### config.mk
export PLATFORM = sky130hd
export DESIGN_NAME = sifhTop
export DESIGN_NICKNAME = d
export VERILOG_FILES = /design/src/verilog/sifhPkg.sv /design/src/verilog/histRam.sv /design/src/verilog/histBuilder.sv /design/src/verilog/peakFinder.sv /design/src/verilog/wbRegs.sv /design/src/verilog/sifhControl.sv /design/src/verilog/sifhTop.sv
export SDC_FILE = /design/constraint.sdc
export NUM_CORES = 2
export LEC_CHECK = 0
export ABC_AREA = 1
export BUFFER_PORTS_ARGS = -buffer_cell sky130_fd_sc_hd__buf_2
export CAP_MARGIN = 15
export CORE_MARGIN = 5
export CORE_UTILIZATION = 55
export DETAILED_ROUTE_END_ITERATION = 12
export PLACE_DENSITY = 0.8
export RECOVER_POWER = 50
export SYNTH_ARGS = -nofsm -noshare
export SYNTH_HDL_FRONTEND = slang
export SYNTH_SLANG_ARGS = --single-unit
### constraint.sdc
create_clock -name clk -period 4.7 [get_ports clk]
set_clock_uncertainty 0.15 [all_clocks]
set_input_delay 0.94 -clock clk [delete_from_list [all_inputs] [get_ports clk]]
set_output_delay 0.94 -clock clk [all_outputs]
set_load 0.1 [all_outputs]
### src/verilog/sifhPkg.sv
`default_nettype none

package sifhPkg;

    localparam int TS_WIDTH      = 12;
    localparam int BIN_BITS      = 6;
    localparam int BIN_NUM       = 64;
    localparam int COUNT_WIDTH   = 16; // counts saturate at all ones
    localparam int PHOTON_WIDTH  = 16;

    localparam int WB_ADDR_WIDTH = 3;
    localparam int WB_DATA_WIDTH = 32;

    localparam logic [WB_ADDR_WIDTH-1:0] REG_CTRL    = 3'd0; // bit 0 starts a run
    localparam logic [WB_ADDR_WIDTH-1:0] REG_STATUS  = 3'd1; // bit 0 busy, bit 1 done
    localparam logic [WB_ADDR_WIDTH-1:0] REG_PHOTONS = 3'd2;
    localparam logic [WB_ADDR_WIDTH-1:0] REG_COARSE  = 3'd3;
    localparam logic [WB_ADDR_WIDTH-1:0] REG_FINE    = 3'd4;

    typedef enum logic [2:0] {
        ST_IDLE   = 3'd0,
        ST_CLEAR  = 3'd1,
        ST_BUILD  = 3'd2,
        ST_SCAN   = 3'd3,
        ST_WINDOW = 3'd4
    } sifhState;

endpackage

`default_nettype wire

### src/verilog/histRam.sv
`timescale 1ns/10ps
`default_nettype none

module histRam import sifhPkg::*; (
    input  wire                   clk,
    input  wire                   we,
    input  wire [BIN_BITS-1:0]    waddr,
    input  wire [COUNT_WIDTH-1:0] wdata,
    input  wire [BIN_BITS-1:0]    raddr,
    output logic [COUNT_WIDTH-1:0] rdata
);

    logic [COUNT_WIDTH-1:0] mem [BIN_NUM];

    always_ff @(posedge clk) begin
        if (we) begin
            mem[waddr] <= wdata;
        end
    end

    // same-address read returns the old word
    always_ff @(posedge clk) begin
        rdata <= mem[raddr];
    end

endmodule

`default_nettype wire

### src/verilog/histBuilder.sv
`timescale 1ns/10ps
`default_nettype none

module histBuilder import sifhPkg::*; (
    input  wire                     clk,
    input  wire                     res,
    input  wire                     buildEn,
    input  wire                     binMode,   // 0 coarse, 1 fine
    input  wire [TS_WIDTH-1:0]      winLow,
    input  wire [PHOTON_WIDTH-1:0]  remaining,
    input  wire [TS_WIDTH-1:0]      ts,
    input  wire                     tsValid,
    input  wire [COUNT_WIDTH-1:0]   ramRdata,
    output logic                    tsReady,
    output logic                    accepted,
    output logic                    idle,
    output logic [BIN_BITS-1:0]     bWaddr,
    output logic [COUNT_WIDTH-1:0]  bWdata,
    output logic                    bWe,
    output logic [BIN_BITS-1:0]     bRaddr
);

    logic [TS_WIDTH-1:0]    winHigh;
    logic                   inWindow;
    logic                   take;
    logic                   countIt;
    logic [BIN_BITS-1:0]    bin;
    logic                   s1Valid;   // item waiting for its read data
    logic [BIN_BITS-1:0]    s1Bin;
    logic                   fwdValid;  // write issued last cycle
    logic [BIN_BITS-1:0]    fwdBin;
    logic [COUNT_WIDTH-1:0] fwdData;
    logic [COUNT_WIDTH-1:0] base;

    assign tsReady  = buildEn && (remaining != '0);
    assign take     = tsValid && tsReady;
    assign accepted = take; // dropped timestamps count too

    assign winHigh  = winLow + TS_WIDTH'(BIN_NUM - 1);
    assign inWindow = (ts >= winLow) && (ts <= winHigh);
    assign bin      = binMode ? ts[BIN_BITS-1:0] : ts[TS_WIDTH-1:TS_WIDTH-BIN_BITS];
    assign countIt  = take && (!binMode || inWindow);

    assign bRaddr = bin; // read in the transfer cycle

    always_ff @(posedge clk or negedge res) begin
        if (!res) begin
            s1Valid  <= 1'b0;
            fwdValid <= 1'b0;
        end else begin
            s1Valid  <= countIt;
            fwdValid <= s1Valid;
        end
    end

    always_ff @(posedge clk) begin
        s1Bin   <= bin;
        fwdBin  <= s1Bin;
        fwdData <= bWdata;
    end

    // the RAM missed last cycle's write to this bin
    assign base   = (fwdValid && (fwdBin == s1Bin)) ? fwdData : ramRdata;
    assign bWdata = (base == '1) ? base : base + 1'b1; // saturate
    assign bWaddr = s1Bin;
    assign bWe    = s1Valid;

    assign idle = !s1Valid && !fwdValid;

endmodule

`default_nettype wire

### src/verilog/peakFinder.sv
`timescale 1ns/10ps
`default_nettype none

module peakFinder import sifhPkg::*; (
    input  wire                    clk,
    input  wire                    res,
    input  wire                    scanStart,
    input  wire [COUNT_WIDTH-1:0]  ramRdata,
    output logic [BIN_BITS-1:0]    fRaddr,
    output logic                   scanDone,
    output logic [BIN_BITS-1:0]    peakBin,
    output logic [COUNT_WIDTH-1:0] peakCount
);

    logic                active;
    logic                rdValid; // ramRdata belongs to rdBin
    logic [BIN_BITS-1:0] rdBin;

    always_ff @(posedge clk or negedge res) begin
        if (!res) begin
            active   <= 1'b0;
            rdValid  <= 1'b0;
            fRaddr   <= '0;
            scanDone <= 1'b0;
        end else begin
            rdValid  <= active;
            scanDone <= 1'b0;
            if (scanStart) begin
                active <= 1'b1;
                fRaddr <= '0;
            end else if (active) begin
                fRaddr <= fRaddr + 1'b1;
                if (fRaddr == BIN_BITS'(BIN_NUM - 1)) begin
                    active <= 1'b0;
                end
            end
            if (rdValid && (rdBin == BIN_BITS'(BIN_NUM - 1))) begin
                scanDone <= 1'b1;
            end
        end
    end

    always_ff @(posedge clk) begin
        rdBin <= fRaddr;
        if (scanStart) begin
            peakBin   <= '0;
            peakCount <= '0;
        end else if (rdValid && (ramRdata > peakCount)) begin // ties keep lower bin
            peakBin   <= rdBin;
            peakCount <= ramRdata;
        end
    end

endmodule

`default_nettype wire

### src/verilog/wbRegs.sv
`timescale 1ns/10ps
`default_nettype none

module wbRegs import sifhPkg::*; (
    input  wire                      clk,
    input  wire                      res,
    input  wire                      cyc,
    input  wire                      stb,
    input  wire                      we,
    input  wire [WB_ADDR_WIDTH-1:0]  adr,
    input  wire [WB_DATA_WIDTH-1:0]  datWr,
    input  wire                      busy,
    input  wire                      done,
    input  wire [BIN_BITS-1:0]       coarseBin,
    input  wire [COUNT_WIDTH-1:0]    coarseCount,
    input  wire [TS_WIDTH-1:0]       fineTs,
    input  wire [COUNT_WIDTH-1:0]    fineCount,
    output logic [WB_DATA_WIDTH-1:0] datRd,
    output logic                     ack,
    output logic                     start,
    output logic [PHOTON_WIDTH-1:0]  photons
);

    logic req;

    assign req = cyc && stb && !ack; // one ack per request

    always_ff @(posedge clk or negedge res) begin
        if (!res) begin
            ack     <= 1'b0;
            start   <= 1'b0;
            photons <= '0;
        end else begin
            ack   <= req;
            start <= req && we && (adr == REG_CTRL) && datWr[0];
            if (req && we && (adr == REG_PHOTONS)) begin
                photons <= datWr[PHOTON_WIDTH-1:0];
            end
        end
    end

    always_ff @(posedge clk) begin
        if (req && !we) begin
            case (adr)
                REG_STATUS:  datRd <= {30'd0, done, busy};
                REG_PHOTONS: datRd <= {16'd0, photons};
                REG_COARSE:  datRd <= {coarseCount, 10'd0, coarseBin};
                REG_FINE:    datRd <= {fineCount, 4'd0, fineTs};
                default:     datRd <= '0; // control reg reads back zero
            endcase
        end
    end

endmodule

`default_nettype wire

### src/verilog/sifhControl.sv
`timescale 1ns/10ps
`default_nettype none

module sifhControl import sifhPkg::*; (
    input  wire                      clk,
    input  wire                      res,
    input  wire                      start,
    input  wire [PHOTON_WIDTH-1:0]   photons,
    input  wire                      accepted,
    input  wire                      builderIdle,
    input  wire                      scanDone,
    input  wire [BIN_BITS-1:0]       peakBin,
    input  wire [COUNT_WIDTH-1:0]    peakCount,
    input  wire [BIN_BITS-1:0]       bWaddr,
    input  wire [COUNT_WIDTH-1:0]    bWdata,
    input  wire                      bWe,
    input  wire [BIN_BITS-1:0]       bRaddr,
    input  wire [BIN_BITS-1:0]       fRaddr,
    output logic                     busy,
    output logic                     done,
    output logic                     buildEn,
    output logic                     binMode,
    output logic [TS_WIDTH-1:0]      winLow,
    output logic [PHOTON_WIDTH-1:0]  remaining,
    output logic                     scanStart,
    output logic [BIN_BITS-1:0]      ramWaddr,
    output logic [COUNT_WIDTH-1:0]   ramWdata,
    output logic                     ramWe,
    output logic [BIN_BITS-1:0]      ramRaddr,
    output logic [BIN_BITS-1:0]      coarseBin,
    output logic [COUNT_WIDTH-1:0]   coarseCount,
    output logic [TS_WIDTH-1:0]      fineTs,
    output logic [COUNT_WIDTH-1:0]   fineCount
);

    sifhState            state;
    logic                pass;    // 0 coarse, 1 fine
    logic [BIN_BITS-1:0] clrAddr;

    always_ff @(posedge clk or negedge res) begin
        if (!res) begin
            state     <= ST_IDLE;
            pass      <= 1'b0;
            clrAddr   <= '0;
            remaining <= '0;
            winLow    <= '0;
            busy      <= 1'b0;
            done      <= 1'b0;
            scanStart <= 1'b0;
        end else begin
            scanStart <= 1'b0;
            case (state)
                ST_IDLE: begin
                    if (start) begin // only seen here, so ignored while busy
                        busy    <= 1'b1;
                        done    <= 1'b0;
                        pass    <= 1'b0;
                        clrAddr <= '0;
                        state   <= ST_CLEAR;
                    end
                end
                ST_CLEAR: begin
                    clrAddr <= clrAddr + 1'b1;
                    if (clrAddr == BIN_BITS'(BIN_NUM - 1)) begin
                        remaining <= photons;
                        state     <= ST_BUILD;
                    end
                end
                ST_BUILD: begin
                    if (accepted) begin
                        remaining <= remaining - 1'b1;
                    end
                    // all taken and the builder pipeline has drained
                    if ((remaining == '0) && builderIdle) begin
                        scanStart <= 1'b1;
                        state     <= ST_SCAN;
                    end
                end
                ST_SCAN: begin
                    if (scanDone) begin
                        if (pass) begin
                            busy  <= 1'b0;
                            done  <= 1'b1;
                            state <= ST_IDLE;
                        end else begin
                            state <= ST_WINDOW;
                        end
                    end
                end
                ST_WINDOW: begin
                    winLow  <= {coarseBin, {BIN_BITS{1'b0}}}; // coarse bin times 64
                    pass    <= 1'b1;
                    clrAddr <= '0;
                    state   <= ST_CLEAR;
                end
                default: state <= ST_IDLE;
            endcase
        end
    end

    always_ff @(posedge clk) begin
        if ((state == ST_SCAN) && scanDone) begin
            if (pass) begin
                fineTs    <= winLow + TS_WIDTH'(peakBin);
                fineCount <= peakCount;
            end else begin
                coarseBin   <= peakBin;
                coarseCount <= peakCount;
            end
        end
    end

    assign buildEn = (state == ST_BUILD);
    assign binMode = pass;

    // memory ownership follows the phase
    always_comb begin
        ramWe    = 1'b0;
        ramWaddr = bWaddr;
        ramWdata = bWdata;
        ramRaddr = bRaddr;
        case (state)
            ST_CLEAR: begin
                ramWe    = 1'b1;
                ramWaddr = clrAddr;
                ramWdata = '0;
            end
            ST_BUILD: ramWe = bWe;
            ST_SCAN:  ramRaddr = fRaddr;
            default:  ramWe = 1'b0;
        endcase
    end

endmodule

`default_nettype wire

### src/verilog/sifhTop.sv
`timescale 1ns/10ps
`default_nettype none

module sifhTop import sifhPkg::*; (
    input  wire                      clk,
    input  wire                      res,
    input  wire                      cyc,
    input  wire                      stb,
    input  wire                      we,
    input  wire [WB_ADDR_WIDTH-1:0]  adr,
    input  wire [WB_DATA_WIDTH-1:0]  datWr,
    input  wire [TS_WIDTH-1:0]       ts,
    input  wire                      tsValid,
    output logic [WB_DATA_WIDTH-1:0] datRd,
    output logic                     ack,
    output logic                     tsReady
);

    logic                    start;
    logic [PHOTON_WIDTH-1:0] photons;
    logic                    busy;
    logic                    done;
    logic [BIN_BITS-1:0]     coarseBin;
    logic [COUNT_WIDTH-1:0]  coarseCount;
    logic [TS_WIDTH-1:0]     fineTs;
    logic [COUNT_WIDTH-1:0]  fineCount;

    logic                    buildEn;
    logic                    binMode;
    logic [TS_WIDTH-1:0]     winLow;
    logic [PHOTON_WIDTH-1:0] remaining;
    logic                    accepted;
    logic                    builderIdle;
    logic [BIN_BITS-1:0]     bWaddr;
    logic [COUNT_WIDTH-1:0]  bWdata;
    logic                    bWe;
    logic [BIN_BITS-1:0]     bRaddr;

    logic                    scanStart;
    logic                    scanDone;
    logic [BIN_BITS-1:0]     fRaddr;
    logic [BIN_BITS-1:0]     peakBin;
    logic [COUNT_WIDTH-1:0]  peakCount;

    logic [BIN_BITS-1:0]     ramWaddr;
    logic [COUNT_WIDTH-1:0]  ramWdata;
    logic                    ramWe;
    logic [BIN_BITS-1:0]     ramRaddr;
    logic [COUNT_WIDTH-1:0]  ramRdata;

    wbRegs regsInst (
        .clk(clk), .res(res), .cyc(cyc), .stb(stb), .we(we), .adr(adr), .datWr(datWr),
        .busy(busy), .done(done), .coarseBin(coarseBin), .coarseCount(coarseCount),
        .fineTs(fineTs), .fineCount(fineCount),
        .datRd(datRd), .ack(ack), .start(start), .photons(photons)
    );

    sifhControl ctrlInst (
        .clk(clk), .res(res), .start(start), .photons(photons),
        .accepted(accepted), .builderIdle(builderIdle), .scanDone(scanDone),
        .peakBin(peakBin), .peakCount(peakCount),
        .bWaddr(bWaddr), .bWdata(bWdata), .bWe(bWe), .bRaddr(bRaddr), .fRaddr(fRaddr),
        .busy(busy), .done(done), .buildEn(buildEn), .binMode(binMode),
        .winLow(winLow), .remaining(remaining), .scanStart(scanStart),
        .ramWaddr(ramWaddr), .ramWdata(ramWdata), .ramWe(ramWe), .ramRaddr(ramRaddr),
        .coarseBin(coarseBin), .coarseCount(coarseCount),
        .fineTs(fineTs), .fineCount(fineCount)
    );

    histBuilder builderInst (
        .clk(clk), .res(res), .buildEn(buildEn), .binMode(binMode), .winLow(winLow),
        .remaining(remaining), .ts(ts), .tsValid(tsValid), .ramRdata(ramRdata),
        .tsReady(tsReady), .accepted(accepted), .idle(builderIdle),
        .bWaddr(bWaddr), .bWdata(bWdata), .bWe(bWe), .bRaddr(bRaddr)
    );

    peakFinder finderInst (
        .clk(clk), .res(res), .scanStart(scanStart), .ramRdata(ramRdata),
        .fRaddr(fRaddr), .scanDone(scanDone), .peakBin(peakBin), .peakCount(peakCount)
    );

    histRam ramInst (
        .clk(clk), .we(ramWe), .waddr(ramWaddr), .wdata(ramWdata),
        .raddr(ramRaddr), .rdata(ramRdata)
    );

endmodule

`default_nettype wire

# Word-level counts from Yosys, hierarchy flattened
# Memories as Yosys holds them, arrays and structs flattened. A register that Yosys moved wholly into a read port is not among the register bits.
# Cells that the tools add are included.
[op_classes]
n_bitwise = 1
n_mux = 38
addsub = 6
n_reduce_logical = 39
n_lt_le_gt_ge = 3
n_eq_ne = 19
[ops]
columns = ["cell", "n"]
rows = [
  ["$pmux W32 S4", 1],
  ["$mux W16", 5],
  ["$mux W6", 6],
  ["$pmux W16 S2", 1],
  ["$eq A6 B6 Y1 const B", 3],
  ["$pmux W6 S3", 1],
  ["$logic_and A1 B1 Y1", 17],
  ["$add A16 B1 Y16 const B", 1],
  ["$eq A16 B16 Y1 const B", 1],
  ["$gt A16 B16 Y1", 1],
  ["$logic_not A16 Y1", 1],
  ["$reduce_bool A16 Y1", 1],
  ["$sub A16 B1 Y16 const B", 1],
  ["$mux W3", 5],
  ["$pmux W3 S5", 1],
  ["$mux W1", 14],
  ["$add A12 B6 Y12", 1],
  ["$add A12 B6 Y12 const B", 1],
  ["$add A6 B1 Y6 const B", 2],
  ["$eq A3 B2 Y1 const B", 4],
  ["$ge A12 B12 Y1", 1],
  ["$le A12 B12 Y1", 1],
  ["$pmux W1 S2", 4],
  ["$reduce_and A2 Y1", 4],
  ["13 further kinds", 28],
]
[totals]
ram_bits = 1024
elab_cells = 135
output_inout_bits = 34
regBits = 202
n_memories = 1
[memory_table]
columns = ["memory", "depth", "width", "read_ports", "rd_clocked_by_memory_dff", "wr", "line", "source"]
rows = [
  ["ramInst.mem", 64, 16, 1, 1, 1, "histRam.sv:13", "logic [COUNT_WIDTH-1:0] mem [BIN_NUM];"],
]

# Depth between registers and ports, before layout
[logic_depth]
word_depth = 6
depth_mapped = 19

# By module
# From an unflattened synthesis, not the netlist that was laid out.
[unflattened]
cells_unflattened = 4877
area_unflattened_um2 = 53162.2
[by_module_without_submodules]
columns = ["module", "cells_per_inst", "n_inst", "area_each_um2", "seq_area_each_um2"]
rows = [
  ["histRam", 3517, 1, 42099.1, 31069.8],
  ["sifhControl", 448, 1, 3945.0, 2377.3],
  ["histBuilder", 418, 1, 2808.9, 610.6],
  ["wbRegs", 233, 1, 2351.0, 1411.4],
  ["peakFinder", 261, 1, 1958.1, 785.8],
]

# Worst setup path before layout
# Ideal clock, no wire load.
[synth_timing]
path_kind = "input -> register"
startpoint = "input we"
endpoint = "register regsInst.datRd[0] (enable)"
t_arrival_ns = 4.153
path_slack_ns = -0.108
cell_stages = 1
setup_time_ns = 0.505
t_required_ns = 4.045
cell_sequence = "nor4_1"
[synth_via]
elab_chain_cells = 2
[synth_lines]
columns = ["item", "line", "source"]
rows = [
  ["start, declared", "sifhTop.sv:9", "input wire we,"],
  ["$logic_not A1 Y1", "wbRegs.sv:43", "if (req && !we) begin"],
  ["$logic_and A1 B1 Y1", "wbRegs.sv:43", ""],
  ["end signal, assigned", "wbRegs.sv:45", "REG_STATUS: datRd <= {30'd0, done, busy};"],
  ["end signal, assigned", "wbRegs.sv:46", "REG_PHOTONS: datRd <= {16'd0, photons};"],
  ["end signal, assigned", "wbRegs.sv:47", "REG_COARSE: datRd <= {coarseCount, 10'd0, coarseBin};"],
  ["end, declared", "wbRegs.sv:18", "output logic [WB_DATA_WIDTH-1:0] datRd,"],
]
# No other way between the ends.
# A chain may end at the register's enable or synchronous reset.

# Worst setup path in the final report
[layout_timing]
startpoint = "register ctrlInst.state[2]"
endpoint = "register ramInst.rdata[8], read port of ramInst.mem"
[layout_via]
elab_chain_cells = 2
[layout_lines]
columns = ["item", "line", "source"]
rows = [
  ["start, declared", "sifhControl.sv:36", "sifhState state;"],
  ["start signal, assigned", "sifhControl.sv:42", "state <= ST_IDLE;"],
  ["start signal, assigned", "sifhControl.sv:59", "state <= ST_CLEAR;"],
  ["start signal, assigned", "sifhControl.sv:66", "state <= ST_BUILD;"],
  ["$eq A3 B2 Y1", "sifhControl.sv:122", "case (state)"],
  ["$mux W6", "sifhControl.sv:122", ""],
  ["end, declared", "histRam.sv:10", "output logic [COUNT_WIDTH-1:0] rdata"],
]
# No other way between the ends.

==> impl_results.md <==
- Initial Util: 0.556
- Crit path cell chain: inv_1 -> nand3_1 -> nand2_1 -> o21ai_1 -> inv_4 -> buf_4 -> o211ai_1 -> nand3_1 -> nand3_1 -> nand3_1 -> nand3_1 -> nand2_1
- Total core area: 91900 um2
- Post-CTS sizing: 0
- Worst Max-Slew Pin Slew: 2.56 ns
- Hold slack: 0.215 ns
- Mapped Cells: 3967
- Clock root buffer: clkbuf_16
- Instance area at placement: 53400 um2
- Port Buffers: 70
- Commonest cells after routing, fill and taps aside: edfxtp_1 (1106), o211ai_1 (480), nand3_1 (463)
- Fin crit share: 0.885
- Deepest clock path buffer count: 3
- Worst Path Required: 5.19 ns
- Failing checks: capacitance limit, slew limit
- Crit-path max FO: 81
- DR vias/cell: 6.17
- DRT Pass-1 Iters: 6
- Global Route Usage Sum: 0.246
- Power per cell area: 568 nW/um2
- Die ar.: 99100 um2
- Drt drc: 0
- Pin count of the biggest net entering global routing: 154
- DR iter-0 viols: 4808
- Post-CTS Setup Repair Bufs: 0
- Most frequent CP cell: nand3_1
- Syn Area/Cell: 12.9 um2
- Top delay family on crit path: simple AND/OR/NAND/NOR gates
- Cell variety after synth: 52
- Final setup TNS: 0 ns
- Chip height: 315 um
- Slowest stage delay, CP: 0.89 ns
- CP Capture Type: flip-flop
- Hold buffers post-CTS: 0
- P&R area growth vs syn: 10.9%
- Status: finished with violations
- Clk slew on worst S/H paths: 0.06 ns
- NumNets Final: 4119
- Hold Fails Final Rpt: 0
- Bufs and invs on worst path: 3
- Routed WL: 124000 um
- Max_cap viols: 3
- Crit path arrival time: 4.65 ns
- Fmax: 240 MHz
- Grt ovf: 0
- I/O Pins: 87
- GPL Wtd Cong: 0.939
- Commonest non-fill, non-tap cell in the layout: edfxtp_1
- Final setup viols: 0
- CP max-delay cell: inv_4
- # rows: 111
- Routed Antenna Nets: 0
- Total CTS buffers: 114
- H-tree Lvls: 3
- #FFs+latches synth: 1242
- Initial antenna violation count: 0
- Yosys Warn Count: 0
- Synthesized cell area: 51100 um2
- Critical Path Start Type: flip-flop
- HP Class: reg -> reg
- Setup slack after layout: 0.540 ns
- Diode count: 0
- Design Area, Final: 56700 um2
- Sequential-to-total area share from yosys stat: 0.709
- Wire per inst: 23.0 um
- Pins over their slew limit: 111
- Fin crit period: 4.16 ns
- Vias in the first global route: 32.2k
- DP Wirelength: 69400 um
- CTS Sinks: 1242
- RSZ-0062 raised after global routing: false
- Critical path class: reg -> reg
- Syn Nets: 4047
- Slew headroom: -0.709
- Vias post-DR: 33.2k
- First-pass GRT wire length: 188000 um
- Layout cells sized above 1: 0.109
- CTS tree: yes
- Worst-Skew Late Latency: 0.70 ns
- Worst IR Drop VDD: 0.451 mV
- Die Wd: 315 um
- Pleak: 19.0 nW
- Post-place setup slack: 0.935 ns
==> sequential cells by signal, summed over array words and instances, names as in the netlist, 16 cells and up <==
| name | flops |
|---|---|
| regsInst.photons | 16 |
| ctrlInst.fineCount | 16 |
| ctrlInst.coarseCount | 16 |
| finderInst.peakCount | 16 |
| ramInst.mem | 1024 |
| ctrlInst.remaining | 16 |
| regsInst.datRd | 32 |
| ramInst.rdata | 16 |
| builderInst.fwdData | 16 |
==> layer usage <==
layer | GRT usage | part of all wire | vias up
li1 | - | - | 14813
met4 | 0.103 | 0.045 | 0
met1 | 0.339 | 0.38 | 16079
met2 | 0.390 | 0.46 | 1999
met5 | 0 | 0 | -
met3 | 0.0464 | 0.11 | 321
==> logic make-up (layout without fill, tap and decap cells) <==
family / count (synthesis) / after routing / share of synthesized area
compound gates: 740 / 740 / 0.0993
xor+xnor: 7 / 7 / 0.00120
fa+ha+maj: 27 / 27 / 0.00661
buf+inv: 414 / 584 / 0.0352
flops: 1242 / 1242 / 0.709
mux: 2 / 2 / 0.000440
simple gates: 1535 / 1535 / 0.148
==> cells in the mapped netlist (all sizes together) <==
cell type | instances | area (um2)
o221ai | 5 | 43.8
a31oi | 8 | 50.1
nor2 | 205 | 782
o211ai | 480 | 3600
clkbuf | 90 | 345
inv | 166 | 623
o311ai | 3 | 26.3
clkinv | 1 | 3.75
nand3b | 9 | 67.6
a22o | 16 | 140
o211a | 1 | 10.0
dfrtp | 64 | 1600
o2111ai | 3 | 26.3
and3 | 1 | 6.26
nand3 | 464 | 2340
or2 | 414 | 2590
mux2 | 2 | 22.5
dfxtp | 72 | 1440
edfxtp | 1106 | 33200
o32ai | 1 | 8.76
nand4 | 12 | 75.1
buf | 157 | 828
nor3 | 23 | 131
nor4 | 14 | 87.6
xor2 | 6 | 52.6
o41ai | 1 | 8.76
a21oi | 48 | 252
o22ai | 3 | 18.8
a211oi | 3 | 22.5
o21bai | 2 | 15.0
o21ai | 165 | 845
ha | 27 | 338
a22oi | 1 | 7.51
nand2 | 393 | 1490
xnor2 | 1 | 8.76
==> power by group <==
| group | internal [mW] | switching (mW) | leakage (nW) |
|---|---|---|---|
| registers | 14.5 | 0.351 | 11.3 |
| clock network | 5.12 | 3.93 | 1.79 |
| logic | 1.96 | 6.29 | 5.95 |
| total | 21.6 | 10.6 | 19.0 |
==> stage by stage <==
stage	cells	util	total power [mW]
global placement	5166	0.581	23.0
global route	5380	0.617	33.5
finish	5380	0.617	32.2
floorplan	3967	-	20.0
CTS	5380	0.621	32.2
detailed placement	5166	0.581	23.3
==> area by class of cell <==
type                            instances  area, um2
Clock buffer                          158       3150
Clock inverter                         56        509
Fill cell                            6516      35300
Inverter                              167        639
Multi-Input combinational cell       2311      13200
Sequential cell                      1242      36300
Tap cell                             1243       1560
Timing Repair Buffer                  203       1410
==> worst paths after layout <==
| kind | to | startpoint | depth (start not counted) | slack [ns] |
|---|---|---|---|---|
| hold / removal | builderInst.fwdBin[3] | builderInst.bWaddr[3] | 0 | 0.21 |
| min in group asynchronous | regsInst.photons[8] | res | 1 | 0.26 |
| setup / recovery | ramInst.rdata[8] | ctrlInst.state[2] | 12 | 0.54 |
| setup reg to reg | ramInst.rdata[8] | ctrlInst.state[2] | 12 | 0.54 |
| hold reg to reg | builderInst.fwdBin[3] | builderInst.bWaddr[3] | 0 | 0.21 |
| max in group asynchronous | ctrlInst.binMode | res | 2 | 1.20 |
==> worst reg2reg max path: stages (launching register included) <==
cell and delay [ns]:
dfrtp_1 0.42, inv_1 0.14, nand3_1 0.50, nand2_1 0.25, o21ai_1 0.23, inv_4 0.89, buf_4 0.49, o211ai_1 0.15
nand3_1 0.11, nand3_1 0.12, nand3_1 0.25, nand3_1 0.26, nand2_1 0.16
Note: power is estimated with default switching activity, not from simulation.
